File: src/ecdsa_ctrl_pkg.sv
//--------------------------------------------------------------------------
// Widths, P-384 constants, micro-op encodings and program addresses shared
// by the ECDSA command controller. Modules refer to these by scoped name.
//--------------------------------------------------------------------------
`default_nettype none

package ecdsa_ctrl_pkg;

    localparam int REG_SIZE    = 384;
    localparam int ADDR_W      = 6;
    localparam int PROG_ADDR_W = 6;

    typedef logic [REG_SIZE-1:0] operand_t;

    //------------------------------------------------------------------------
    // curve constants
    //------------------------------------------------------------------------
    localparam operand_t GROUP_ORDER = {
        192'hFFFFFFFF_FFFFFFFF_FFFFFFFF_FFFFFFFF_FFFFFFFF_FFFFFFFF,
        192'hC7634D81_F4372DDF_581A0DB2_48B0A77A_ECEC196A_CCC52973
    };

    localparam operand_t PRIME = {
        192'hFFFFFFFF_FFFFFFFF_FFFFFFFF_FFFFFFFF_FFFFFFFF_FFFFFFFF,
        192'hFFFFFFFF_FFFFFFFE_FFFFFFFF_00000000_00000000_FFFFFFFF
    };

    localparam operand_t ZERO_CONST = '0;
    localparam operand_t ONE_CONST  = 384'd1;

    //------------------------------------------------------------------------
    // encodings
    //------------------------------------------------------------------------
    typedef enum logic [1:0] {
        NOP_CMD = 2'b00,
        KEYGEN  = 2'b01,
        SIGN    = 2'b10,
        VERIFY  = 2'b11
    } cmd_e;

    typedef enum logic [1:0] {
        UOP_NOP,
        UOP_WR_CORE,
        UOP_RD_CORE,
        UOP_PM
    } opcode_e;

    typedef enum logic [3:0] {
        CONST_ZERO_ID,
        CONST_ONE_ID,
        MSG_ID,
        PRIVKEY_ID,
        PUBKEYX_ID,
        PUBKEYY_ID,
        R_ID,
        S_ID,
        VERIFY_R_ID
    } reg_id_e;

    // point-multiply commands understood by the arithmetic unit
    typedef enum logic [2:0] {
        PM_NONE,
        PM_KEYGEN,
        PM_SIGN,
        PM_VERIFY
    } pm_cmd_e;

    typedef struct packed {
        opcode_e           opcode;
        reg_id_e           reg_id;
        logic [ADDR_W-1:0] mem_addr;
        pm_cmd_e           pm_cmd;
    } instr_t;

    typedef enum logic [1:0] {
        PROC_IDLE,
        PROC_KEYGEN,
        PROC_SIGN,
        PROC_VERIFY
    } proc_e;

    // program layout, each end address holds a nop slot
    localparam logic [PROG_ADDR_W-1:0] DSA_NOP   = 6'd0;
    localparam logic [PROG_ADDR_W-1:0] DSA_KG_S  = 6'd1;
    localparam logic [PROG_ADDR_W-1:0] DSA_KG_E  = 6'd5;
    localparam logic [PROG_ADDR_W-1:0] DSA_SGN_S = 6'd8;
    localparam logic [PROG_ADDR_W-1:0] DSA_SGN_E = 6'd13;
    localparam logic [PROG_ADDR_W-1:0] DSA_VER_S = 6'd16;
    localparam logic [PROG_ADDR_W-1:0] DSA_VER_E = 6'd23;

    // four cycles per micro-op
    localparam logic [1:0] SLOT_LAST = 2'd3;

endpackage

`default_nettype wire

File: src/ecdsa_uop_if.sv
//--------------------------------------------------------------------------
// Current micro-op as seen by the operand and result stages, plus the
// abort level that the result stage returns to the sequencer.
//--------------------------------------------------------------------------
`default_nettype none

interface ecdsa_uop_if;

    ecdsa_ctrl_pkg::instr_t instr;
    logic                   issue;
    ecdsa_ctrl_pkg::proc_e  proc;
    logic                   abort;

    modport seq (
        output instr,
        output issue,
        output proc,
        input  abort
    );

    modport sink (
        input  instr,
        input  issue,
        input  proc,
        output abort
    );

endinterface

`default_nettype wire

File: src/ecdsa_program_rom.sv
//--------------------------------------------------------------------------
// Micro-program store for keygen, sign and verify. Registered read, so the
// word for an address shows up one cycle after the address.
//--------------------------------------------------------------------------
`default_nettype none

module ecdsa_program_rom (
    input  wire                                      clk,
    input  wire                                      reset_n,
    input  wire [ecdsa_ctrl_pkg::PROG_ADDR_W-1:0]    addr_i,
    output ecdsa_ctrl_pkg::instr_t                   instr_o
);

    ecdsa_ctrl_pkg::instr_t rom_word;

    function automatic ecdsa_ctrl_pkg::instr_t op_wr(input ecdsa_ctrl_pkg::reg_id_e id,
                                                     input logic [5:0] addr);
        return '{ecdsa_ctrl_pkg::UOP_WR_CORE, id, addr, ecdsa_ctrl_pkg::PM_NONE};
    endfunction

    function automatic ecdsa_ctrl_pkg::instr_t op_rd(input ecdsa_ctrl_pkg::reg_id_e id,
                                                     input logic [5:0] addr);
        return '{ecdsa_ctrl_pkg::UOP_RD_CORE, id, addr, ecdsa_ctrl_pkg::PM_NONE};
    endfunction

    function automatic ecdsa_ctrl_pkg::instr_t op_pm(input ecdsa_ctrl_pkg::pm_cmd_e cmd);
        return '{ecdsa_ctrl_pkg::UOP_PM, ecdsa_ctrl_pkg::CONST_ZERO_ID, 6'd0, cmd};
    endfunction

    // operand memory map: msg 2, privkey 3, r 4, s 5, x 6, y 7, verify_r 8
    always_comb begin
        case (addr_i)
            // keygen
            ecdsa_ctrl_pkg::DSA_KG_S:          rom_word = op_wr(ecdsa_ctrl_pkg::PRIVKEY_ID, 6'd3);
            ecdsa_ctrl_pkg::DSA_KG_S + 6'd1:   rom_word = op_pm(ecdsa_ctrl_pkg::PM_KEYGEN);
            ecdsa_ctrl_pkg::DSA_KG_S + 6'd2:   rom_word = op_rd(ecdsa_ctrl_pkg::PUBKEYX_ID, 6'd6);
            ecdsa_ctrl_pkg::DSA_KG_S + 6'd3:   rom_word = op_rd(ecdsa_ctrl_pkg::PUBKEYY_ID, 6'd7);
            // sign
            ecdsa_ctrl_pkg::DSA_SGN_S:         rom_word = op_wr(ecdsa_ctrl_pkg::MSG_ID, 6'd2);
            ecdsa_ctrl_pkg::DSA_SGN_S + 6'd1:  rom_word = op_wr(ecdsa_ctrl_pkg::PRIVKEY_ID, 6'd3);
            ecdsa_ctrl_pkg::DSA_SGN_S + 6'd2:  rom_word = op_pm(ecdsa_ctrl_pkg::PM_SIGN);
            ecdsa_ctrl_pkg::DSA_SGN_S + 6'd3:  rom_word = op_rd(ecdsa_ctrl_pkg::R_ID, 6'd4);
            ecdsa_ctrl_pkg::DSA_SGN_S + 6'd4:  rom_word = op_rd(ecdsa_ctrl_pkg::S_ID, 6'd5);
            // verify
            ecdsa_ctrl_pkg::DSA_VER_S:         rom_word = op_wr(ecdsa_ctrl_pkg::MSG_ID, 6'd2);
            ecdsa_ctrl_pkg::DSA_VER_S + 6'd1:  rom_word = op_wr(ecdsa_ctrl_pkg::R_ID, 6'd4);
            ecdsa_ctrl_pkg::DSA_VER_S + 6'd2:  rom_word = op_wr(ecdsa_ctrl_pkg::S_ID, 6'd5);
            ecdsa_ctrl_pkg::DSA_VER_S + 6'd3:  rom_word = op_wr(ecdsa_ctrl_pkg::PUBKEYX_ID, 6'd6);
            ecdsa_ctrl_pkg::DSA_VER_S + 6'd4:  rom_word = op_wr(ecdsa_ctrl_pkg::PUBKEYY_ID, 6'd7);
            ecdsa_ctrl_pkg::DSA_VER_S + 6'd5:  rom_word = op_pm(ecdsa_ctrl_pkg::PM_VERIFY);
            ecdsa_ctrl_pkg::DSA_VER_S + 6'd6:  rom_word = op_rd(ecdsa_ctrl_pkg::VERIFY_R_ID, 6'd8);
            // idle and end slots
            default:                           rom_word = '0;
        endcase
    end

    always_ff @(posedge clk or negedge reset_n) begin
        if (!reset_n) begin
            instr_o <= '0;
        end else begin
            instr_o <= rom_word;
        end
    end

endmodule

`default_nettype wire

File: src/ecdsa_sequencer.sv
//--------------------------------------------------------------------------
// Execute stage. Dispatches a command to its micro-program, steps the
// program counter one micro-op per four-cycle slot and stalls on busy.
//--------------------------------------------------------------------------
`default_nettype none

module ecdsa_sequencer (
    input  wire                          clk,
    input  wire                          reset_n,
    input  wire                          zeroize_i,
    input  wire ecdsa_ctrl_pkg::cmd_e    cmd_i,
    input  wire                          pm_busy_i,
    output logic                         ready_o,
    output logic                         valid_o,
    output ecdsa_ctrl_pkg::pm_cmd_e      pm_cmd_o,
    ecdsa_uop_if.seq                     uop
);

    logic [ecdsa_ctrl_pkg::PROG_ADDR_W-1:0] prog_addr;
    logic [1:0]                             slot_q;
    logic                                   valid_q;
    ecdsa_ctrl_pkg::proc_e                  proc_q;
    logic                                   running;
    logic                                   at_end;
    logic                                   issue;

    // the rom word for an address is ready one slot later, so slot 0 issues
    // the micro-op fetched during the previous slot
    ecdsa_program_rom program_rom_i (
        .clk     (clk),
        .reset_n (reset_n),
        .addr_i  (prog_addr),
        .instr_o (uop.instr)
    );

    assign running = (prog_addr != ecdsa_ctrl_pkg::DSA_NOP);
    assign at_end  = (prog_addr == ecdsa_ctrl_pkg::DSA_KG_E)  ||
                     (prog_addr == ecdsa_ctrl_pkg::DSA_SGN_E) ||
                     (prog_addr == ecdsa_ctrl_pkg::DSA_VER_E);

    assign issue     = running && (slot_q == 2'd0) && !uop.abort;
    assign uop.issue = issue;
    assign uop.proc  = proc_q;

    assign pm_cmd_o = (issue && uop.instr.opcode == ecdsa_ctrl_pkg::UOP_PM) ?
                      uop.instr.pm_cmd : ecdsa_ctrl_pkg::PM_NONE;

    assign ready_o = !running && !pm_busy_i;
    assign valid_o = valid_q;

    //------------------------------------------------------------------------
    // program counter and slot counter
    //------------------------------------------------------------------------
    always_ff @(posedge clk or negedge reset_n) begin
        if (!reset_n) begin
            prog_addr <= ecdsa_ctrl_pkg::DSA_NOP;
            slot_q    <= 2'd0;
            proc_q    <= ecdsa_ctrl_pkg::PROC_IDLE;
            valid_q   <= 1'b0;
        end else if (zeroize_i) begin
            prog_addr <= ecdsa_ctrl_pkg::DSA_NOP;
            slot_q    <= 2'd0;
            proc_q    <= ecdsa_ctrl_pkg::PROC_IDLE;
            valid_q   <= 1'b0;
        end else if (uop.abort) begin
            // valid stays low after an aborted command
            prog_addr <= ecdsa_ctrl_pkg::DSA_NOP;
            slot_q    <= 2'd0;
            proc_q    <= ecdsa_ctrl_pkg::PROC_IDLE;
        end else if (pm_busy_i) begin
            slot_q <= ecdsa_ctrl_pkg::SLOT_LAST;
        end else if (!running) begin
            slot_q <= 2'd0;
            case (cmd_i)
                ecdsa_ctrl_pkg::KEYGEN: begin
                    prog_addr <= ecdsa_ctrl_pkg::DSA_KG_S;
                    proc_q    <= ecdsa_ctrl_pkg::PROC_KEYGEN;
                    valid_q   <= 1'b0;
                end
                ecdsa_ctrl_pkg::SIGN: begin
                    prog_addr <= ecdsa_ctrl_pkg::DSA_SGN_S;
                    proc_q    <= ecdsa_ctrl_pkg::PROC_SIGN;
                    valid_q   <= 1'b0;
                end
                ecdsa_ctrl_pkg::VERIFY: begin
                    prog_addr <= ecdsa_ctrl_pkg::DSA_VER_S;
                    proc_q    <= ecdsa_ctrl_pkg::PROC_VERIFY;
                    valid_q   <= 1'b0;
                end
                default: begin
                    prog_addr <= ecdsa_ctrl_pkg::DSA_NOP;
                end
            endcase
        end else if (slot_q != ecdsa_ctrl_pkg::SLOT_LAST) begin
            slot_q <= slot_q + 2'd1;
        end else begin
            slot_q <= 2'd0;
            if (at_end) begin
                prog_addr <= ecdsa_ctrl_pkg::DSA_NOP;
                proc_q    <= ecdsa_ctrl_pkg::PROC_IDLE;
                valid_q   <= 1'b1;
            end else begin
                prog_addr <= prog_addr + 6'd1;
            end
        end
    end

endmodule

`default_nettype wire

File: src/flat_wrapper.sv
// flat-port wrapper written by rule: the top's interface ports become plain ports
module ecdsa_sequencer_flat 
  (clk, reset_n, zeroize_i, cmd_i, pm_busy_i, ready_o, valid_o, pm_cmd_o, uop_instr, uop_issue, uop_proc, uop_abort);
  ecdsa_uop_if uop_i ();
  input  wire clk;
  input  wire reset_n;
  input  wire zeroize_i;
  input  wire ecdsa_ctrl_pkg::cmd_e cmd_i;
  input  wire pm_busy_i;
  output logic ready_o;
  output logic valid_o;
  output ecdsa_ctrl_pkg::pm_cmd_e pm_cmd_o;
  output wire logic [$bits(uop_i.instr)-1:0] uop_instr;
  output wire logic [$bits(uop_i.issue)-1:0] uop_issue;
  output wire logic [$bits(uop_i.proc)-1:0] uop_proc;
  input wire logic [$bits(uop_i.abort)-1:0] uop_abort;
  assign uop_instr = uop_i.instr;
  assign uop_issue = uop_i.issue;
  assign uop_proc = uop_i.proc;
  assign uop_i.abort = uop_abort;
  ecdsa_sequencer u_core (.clk(clk), .reset_n(reset_n), .zeroize_i(zeroize_i), .cmd_i(cmd_i), .pm_busy_i(pm_busy_i), .ready_o(ready_o), .valid_o(valid_o), .pm_cmd_o(pm_cmd_o), .uop(uop_i));
endmodule
File: config.mk
export PLATFORM = sky130hd
export DESIGN_NAME = ecdsa_sequencer_flat
export DESIGN_NICKNAME = d
export VERILOG_FILES = /design/src/ecdsa_ctrl_pkg.sv /design/src/ecdsa_uop_if.sv /design/src/ecdsa_program_rom.sv /design/src/ecdsa_sequencer.sv /design/src/flat_wrapper.sv
export SDC_FILE = /design/constraint.sdc
export NUM_CORES = 1
export LEC_CHECK = 0
export BUFFER_PORTS_ARGS = -buffer_cell sky130_fd_sc_hd__buf_2
export CORE_UTILIZATION = 54
export DETAILED_ROUTE_END_ITERATION = 16
export HOLD_SLACK_MARGIN = 0.05
export PLACE_DENSITY_LB_ADDON = 0.2
export SLEW_MARGIN = 20
export SYNTH_ARGS = -nofsm -noshare
export SYNTH_HDL_FRONTEND = slang
export SYNTH_SLANG_ARGS = --single-unit
File: constraint.sdc
create_clock -name clk -period 2.85 [get_ports clk]
set_clock_uncertainty 0.2 [all_clocks]
set_input_delay 0.1425 -clock clk [delete_from_list [all_inputs] [get_ports clk]]
set_output_delay 0.1425 -clock clk [all_outputs]
set_load 0.05 [all_outputs]
==> summary.md, run 1 <==
| Metric | Value |
|---|---|
| DR WL/cell | 14.6 um |
| EDFF count, synth | 0 |
| Clock root cell | clkbuf_4 |
| Met1 wire length | 1370 um |
| Initial antenna violation count | 0 |
| Die W | 52.6 um |
| Main area contributors after synthesis | dfrtp_1 36%, ha_1 12%, buf_4 3.8%, inv_1 3.0%, nor2_1 3.0% |
| Final setup violation count | 0 |
| Top cells by count, synth | 20 x dfrtp_1, 13 x ha_1, 11 x inv_1, 11 x nor2_1 |
| Tightest Pin Transition | 517 ps |
| Finished Cell Area | 0.00154 mm2 |
| #FFs+latches synth | 20 |
| H-tree level count | 1 |
| Clk slew on worst S/H paths | 120 ps |
| Die extent in y | 52.6 um |
| Wirelength, routed | 2840 um |
| Period minus WS final | 2700 ps |
| DRC | 0 |
| Pwr Density | 353 mW/mm2 |
| Row Count | 17 |
| Ant. Diodes | 0 |
| Buf/Inv on CP | 1 |
| FFs w/ async S/R, synth | 100% |
| LEAKAGE | 0.000792 uW |
| Crit Path Category | reg2reg |
| Area of the mapped netlist | 0.00138 mm2 |
| Outcome | finished clean |
| TNS Setup | 0 ps |
| Synth Instances | 146 |
| Worst skew pair latency | 300 ps |
| CTS max path bufs | 2 |
| RePlAce Congestion | 0.929 |
| Startpoint type of the worst setup path | flop |
| Vias in the first global route | 991 |
| Worst path cell trace | ha_1 -> nand3b_4 -> a211o_4 -> or4b_1 -> a21oi_1 -> dlygate4sd3_1 |
| Grt ovf | 0 |
| Final antenna-violating net count | 0 |
| Metal2 WL | 1370 um |
| Layout Nets | 189 |
| Slew headroom | 65.5% |
| VDD IR max | 0.280 mV |
| Total CTS buffers | 3 |
| PortBufs | 25 |
| Post-synth top area cell | dfrtp_1 |
| Most common cell in the netlist | dfrtp_1 |
| Worst hold path class | in2reg |
| Most used DFF post-synth | dfrtp_1 |
| CP endpoint kind | flop |
| Arrival time of the worst setup path | 2750 ps |
| Initial Utilization | 59.6% |
| Crit path largest cell delay | 560 ps |
| Met3 Routed Length | 90 um |
| Fin crit share | 94.9% |
| Layout cells sized above 1 | 23.4% |
| CP Max Fanout | 8 |
| CTS sink cnt | 20 |
| Post-Syn Area per Cell | 9.46 um2 |
| First-pass GRT wire length | 4560 um |
| Dpl hpwl | 2010 um |
| Via count | 1114 |
| CTS tree | done |
| DR top layer | met4 |
| CP top delay family | simple AND/OR/NAND/NOR gates |
| Total GRT Usage | 22.9% |
| Max-cap violations | 0 |
| RSZ-0062 raised after global routing | no |
| Register area share after synthesis | 36.2% |
| Core area | 0.00232 mm2 |
| Placed inst area | 0.00144 mm2 |
| Cell variety after synth | 47 |
| Slew Limit Fails | 0 |
| Max Fclk | 370 MHz |
| Final hold vios | 0 |
| Synth warn | 0 |
| TritonRoute pass-1 iters | 4 |
| Area delta synth->final | 11.3% |
| DRT iter0 DRCs | 43 |
| Synth top area share | 36.2% |
| I/O pin cnt | 30 |
| Vias/cell | 5.71 |
| Full die area | 0.00276 mm2 |
| Crit-path slowest cell | dlygate4sd3_1 |
| Worst endpoint required time | 2890 ps |
| Largest net degree at the start of global routing | 21 |
## cell type report
type	instances	area, um2
multi-input cells	102	752
fillers	196	781
repair buffers	31	183
clock buffers	3	22.5
well taps	28	35.0
inverters	11	41.3
flip-flops and latches	20	504
## path summary, 6_finish.rpt
kind                       depth (start not counted)             endpoint           startpoint  slack (ps)
min                                                4  u_core.prog_addr[4]             cmd_i[1]         100
min reg2reg                                        2   u_core.uop.proc[0]   u_core.uop.proc[0]         360
min in group asynchronous                          2  u_core.prog_addr[4]              reset_n         110
max                                                6       u_core.valid_o  u_core.prog_addr[0]         150
max in group asynchronous                          2  u_core.prog_addr[1]              reset_n        1990
max reg2reg                                        6       u_core.valid_o  u_core.prog_addr[0]         150
## layout by cell type (no fill, tap or decap), types with 2 or more instances in the layout
master,instances
buf_2,25
dfrtp_1,17
ha_1,12
inv_1,11
nor2_1,11
o21ai_0,8
a21oi_1,8
nand2_1,7
nand3_1,5
dlygate4sd3_1,5
a22o_1,4
conb_1,4
mux2i_1,3
o211ai_1,3
nand4_1,3
clkbuf_4,3
dfrtp_2,3
and3_1,2
a22oi_1,2
and4_1,2
## through the flow
step	hold slack [ps]	power, uW	std cells	utilization, %	worst slack (ps)
after floorplan	-353	387	149	-	361
after global placement	-90.3	407	186	62.2	649
after detailed placement	-85.2	409	186	62.2	616
after CTS	107	544	194	65.4	116
after global routing	152	567	195	66.3	1.34
final	103	542	195	66.3	146
## what timing repair did
| item | 4_1_cts | 5_1_grt |
|---|---|---|
| hold buffers | 5 | 0 |
| setup buffers | 0 | 1 |
| setup endpoints to repair | 0 | 1 |
| endpoints found under the hold margin | 28 | 0 |
| gates resized for setup | 0 | 5 |
## power breakdown
group          internal, uW  switching [uW]
sequential              291            7.37
combinational          32.7            77.3
clock                  49.2            84.7
## worst register-to-register path, stage by stage (launching register included)
cell	delay, ps
dfrtp_2	480
ha_1	310
nand3b_4	100
a211o_4	380
or4b_1	470
a21oi_1	160
dlygate4sd3_1	560
## cell families after synthesis
group,share of synthesized area [%]
AOI/OAI and AO/OA,17.9
DFF,36.2
adders and majority gates,11.8
muxes,2.17
other,0.271
xor gates and xnor gates,1.27
and+or+nand+nor,19.4
buffers and inverters,11.0
## state kept, by name (all words and copies together), names as in the netlist
name                          cells
u_core.program_rom_i.instr_o      9
u_core.prog_addr                  6
u_core.slot_q                     2
u_core.uop.proc                   2
u_core.valid_o                    1
## metal layers
metal | vias up | global-route usage, %
li1 | 555 | -
met3 | 2 | 2.61
met5 | - | 0
met1 | 531 | 32.5
met2 | 26 | 36.3
met4 | 0 | 6.58
No activity file was read; power rests on OpenSTA's default activity.
==> inputs of run 2 (changes only) <==
Settings changed: ABC_AREA set to 1, CORE_ASPECT_RATIO set to 0.5.
==> run 2 against run 1 <==
Cell area grew 5.2%. Via count grew 13%. Hold slack lost 42 ps. Sequential cell count stayed put. Worst setup slack improved by 370 ps. Synthesized area grew 4.9%. Critical path type is now reg2out. Critical path depth rose by 2. Largest power group unchanged. Clock power grew 66%. Synthesized cell count grew 29%. Global-route usage rose by 1.1 points. Highest routed layer unchanged. Cell count up 26%.
==> summary.md, run 2 <==
| Metric | Value |
|---|---|
| Outcome | finished clean (unchanged) |
| Area delta synth->final | 11.7% (was 11.3%) |
| Worst skew pair latency | 260 ps (was 300 ps) |
| Full die area | 0.00291 mm2 (was 0.00276 mm2) |
| Setup WS post-layout | 511 ps (was 146 ps) |
| H-tree level count | 1 (unchanged) |
| Main area contributors after synthesis | dfrtp_1 35%, nand2_1 12%, ha_1 11%, nor2_1 6.0%, inv_1 5.2% (was dfrtp_1 36%, ha_1 12%, buf_4 3.8%, inv_1 3.0%, nor2_1 3.0%) |
| Post-synth top area cell | dfrtp_1 (unchanged) |
| Final setup violation count | 0 (unchanged) |
| Final Instance Count excl. Fillers | 246 (was 195) |
| Placed cells | 239 (was 186) |
| Wirelength, routed | 3000 um (was 2840 um) |
| Synth Instances | 188 (was 146) |
| Vias in the first global route | 1095 (was 991) |
| Area of the mapped netlist | 0.00145 mm2 (was 0.00138 mm2) |
| Dpl hpwl | 2270 um (was 2010 um) |
| EDFF count, synth | 0 (unchanged) |
| Worst hold path class | in2reg (unchanged) |
| Pwr Density | 529 mW/mm2 (was 353 mW/mm2) |
| Fin crit share | 82.1% (was 94.9%) |
| Largest registers | u_core.program_rom_i.instr_o x9, u_core.prog_addr x6 (unchanged) |
| #FFs+latches synth | 20 (unchanged) |
| Critical path origin | u_core.prog_addr[0] (unchanged) |
| Grt ovf | 0 (unchanged) |
| Core area | 0.00237 mm2 (was 0.00232 mm2) |
| Clock root cell | clkbuf_8 (was clkbuf_4) |
| Register-to-register setup slack | 910 ps (was 150 ps) |
| Post-Syn Area per Cell | 7.71 um2 (was 9.46 um2) |
| Finished Cell Area | 0.00162 mm2 (was 0.00154 mm2) |
| First-pass GRT wire length | 4890 um (was 4560 um) |
| Synth top area share | 34.5% (was 36.2%) |
| RR Startpoint | u_core.prog_addr[0] (unchanged) |
| Row Count | 12 (was 17) |
| Placed inst area | 0.00153 mm2 (was 0.00144 mm2) |
| Commonest non-fill, non-tap cell in the layout | nand2_1 (was buf_2) |
| Arrival time of the worst setup path | 2000 ps (was 2750 ps) |
| Setup bufs post-CTS | 0 (unchanged) |
| TNS Setup | 0 ps (unchanged) |
| FFs w/ async S/R, synth | 100% (unchanged) |
| Top cells by count, synth | 48 x nand2_1, 23 x nor2_1, 20 x dfrtp_1, 20 x inv_1, 13 x ha_1 (was 20 x dfrtp_1, 13 x ha_1, 11 x inv_1, 11 x nor2_1) |
| Via count | 1261 (was 1114) |
| I/O pin cnt | 30 (unchanged) |
| Core Util, Final | 68.2% (was 66.3%) |
| Vias/cell | 5.13 (was 5.71) |
| Ant. Diodes | 0 (unchanged) |
| RePlAce Congestion | 0.920 (was 0.929) |
| Final antenna-violating net count | 0 (unchanged) |
| Startpoint type of the worst setup path | flop (unchanged) |
| Total GRT Usage | 23.9% (was 22.9%) |
| CP Max Fanout | 13 (was 8) |
| Crit Path Category | reg2out (was reg2reg) |
| DRC | 0 (unchanged) |
| Cell variety after synth | 25 (was 47) |
| PortBufs | 25 (unchanged) |
| Synth warn | 0 (unchanged) |
| Place WS | 811 ps (was 616 ps) |
| Max-cap violations | 0 (unchanged) |
| Slew Limit Fails | 0 (unchanged) |
| CP endpoint kind | output port (was flop) |
| Period minus WS final | 2340 ps (was 2700 ps) |
| CTS sink cnt | 20 (unchanged) |
| DRT iter0 DRCs | 82 (was 43) |
| CTS tree | done (unchanged) |
| Reg with most FFs | u_core.program_rom_i.instr_o (unchanged) |
| LEAKAGE | 0.000877 uW (was 0.000792 uW) |
| DR WL/cell | 12.2 um (was 14.6 um) |
| Die extent in y | 38.6 um (was 52.6 um) |
| Layout Nets | 232 (was 189) |
| Register area share after synthesis | 34.5% (was 36.2%) |
| Slew headroom | 63.0% (was 65.5%) |
| Tightest Pin Transition | 555 ps (was 517 ps) |
| Max Fclk | 428 MHz (was 370 MHz) |
| Most common cell in the netlist | nand2_1 (was dfrtp_1) |
| TritonRoute pass-1 iters | 4 (unchanged) |
| Initial antenna violation count | 0 (unchanged) |
| Commonest non-fill, non-tap cells in the layout | 48 x nand2_1, 25 x buf_2, 23 x nor2_1, 20 x inv_1, 20 x dfrtp_1 (was 25 x buf_2, 17 x dfrtp_1, 12 x ha_1, 11 x inv_1, 11 x nor2_1) |
| CTS max path bufs | 2 (unchanged) |
| Clk slew on worst S/H paths | 80 ps (was 120 ps) |
| VDD IR max | 0.242 mV (was 0.280 mV) |
| Die W | 75.3 um (was 52.6 um) |
| Max reg flops | 9 (unchanged) |
| Layout cells sized above 1 | 22.3% (was 23.4%) |
| RSZ-0062 raised after global routing | no (unchanged) |
| Initial Utilization | 61.1% (was 59.6%) |
| PostCTS Resize Cnt | 0 (unchanged) |
| Hold wc startpoint | uop_abort (was cmd_i[1]) |
| Total CTS buffers | 3 (unchanged) |
| Final hold vios | 0 (unchanged) |
| Most used DFF post-synth | dfrtp_1 (unchanged) |
| Largest net degree at the start of global routing | 21 (unchanged) |
| Worst endpoint required time | 2510 ps (was 2890 ps) |
## run 2: cell count changes after synthesis, moves of 4 or more
cell | previous run | this run
clkbuf_1 | 5 | 0
inv_1 | 11 | 20
a21oi_1 | 8 | 3
nand3_1 | 5 | 11
a22o_1 | 4 | 0
nand2_1 | 7 | 48
nor2_1 | 11 | 23
## run 2: area by class of cell
cell class	instances	area, um2
Inverter	23	86.3
Multi-Input combinational cell	136	777
Fill cell	210	754
Sequential cell	20	500
Clock buffer	4	55.1
Tap cell	35	43.8
Timing Repair Buffer	28	155
## run 2: path summary, 6_finish.rpt
check	endpoint	depth (start not counted)
worst max register to register	u_core.prog_addr[5]	7
min in group asynchronous	u_core.valid_o	2
worst min register to register	u_core.uop.proc[0]	2
worst max-delay path	pm_cmd_o[1]	8
worst min-delay path	u_core.prog_addr[3]	6
max in group asynchronous	u_core.program_rom_i.instr_o[4]	2
## run 2: through the flow
step / power (uW) / hold slack, ps
3_5_place_dp: 634 / -70.1
2_1_floorplan: 588 / -353
4_1_cts: 863 / 51.9
5_1_grt: 900 / 83.6
3_3_place_gp: 632 / -77.8
6_report: 855 / 60.7
## run 2: worst max-delay path, stage by stage, from the launching register on
cell and delay [ps]:
dfrtp_1 470, inv_1 160, ha_1 290, nand3_4 190, nand3_1 120, inv_2 80
nand3_2 60, nor2_1 90, buf_2 260
## run 2: where the power goes
group	switching (uW)	leakage, uW	internal (uW)
combinational	225	0.000576	73.8
clock	99.5	0.0000288	123
sequential	23.3	0.000273	310
## run 2: cell families (layout without fill, tap and decap cells)
logic type | Yosys count | after routing | share of synthesized area, %
fa+ha+maj | 13 | 13 | 11.2
other cells | 1 | 4 | 0.259
flops | 20 | 20 | 34.5
simple gates | 97 | 97 | 32.1
buf+inv | 35 | 55 | 12.6
xor+xnor | 1 | 1 | 0.605
compound gates | 21 | 21 | 8.64
## run 2: per-layer routing
layer	vias to the layer above	wire length (um)	GRT usage, %
met5	-	0	0
met4	0	29	5.56
met3	4	193	5.47
met2	45	1350	40.1
met1	586	1430	32.0
li1	626	-	-
## run 2: timing repair
item,CTS,global route
setup endpoints to repair,0,0
hold endpoints to repair,24,0
hold buffers,3,0
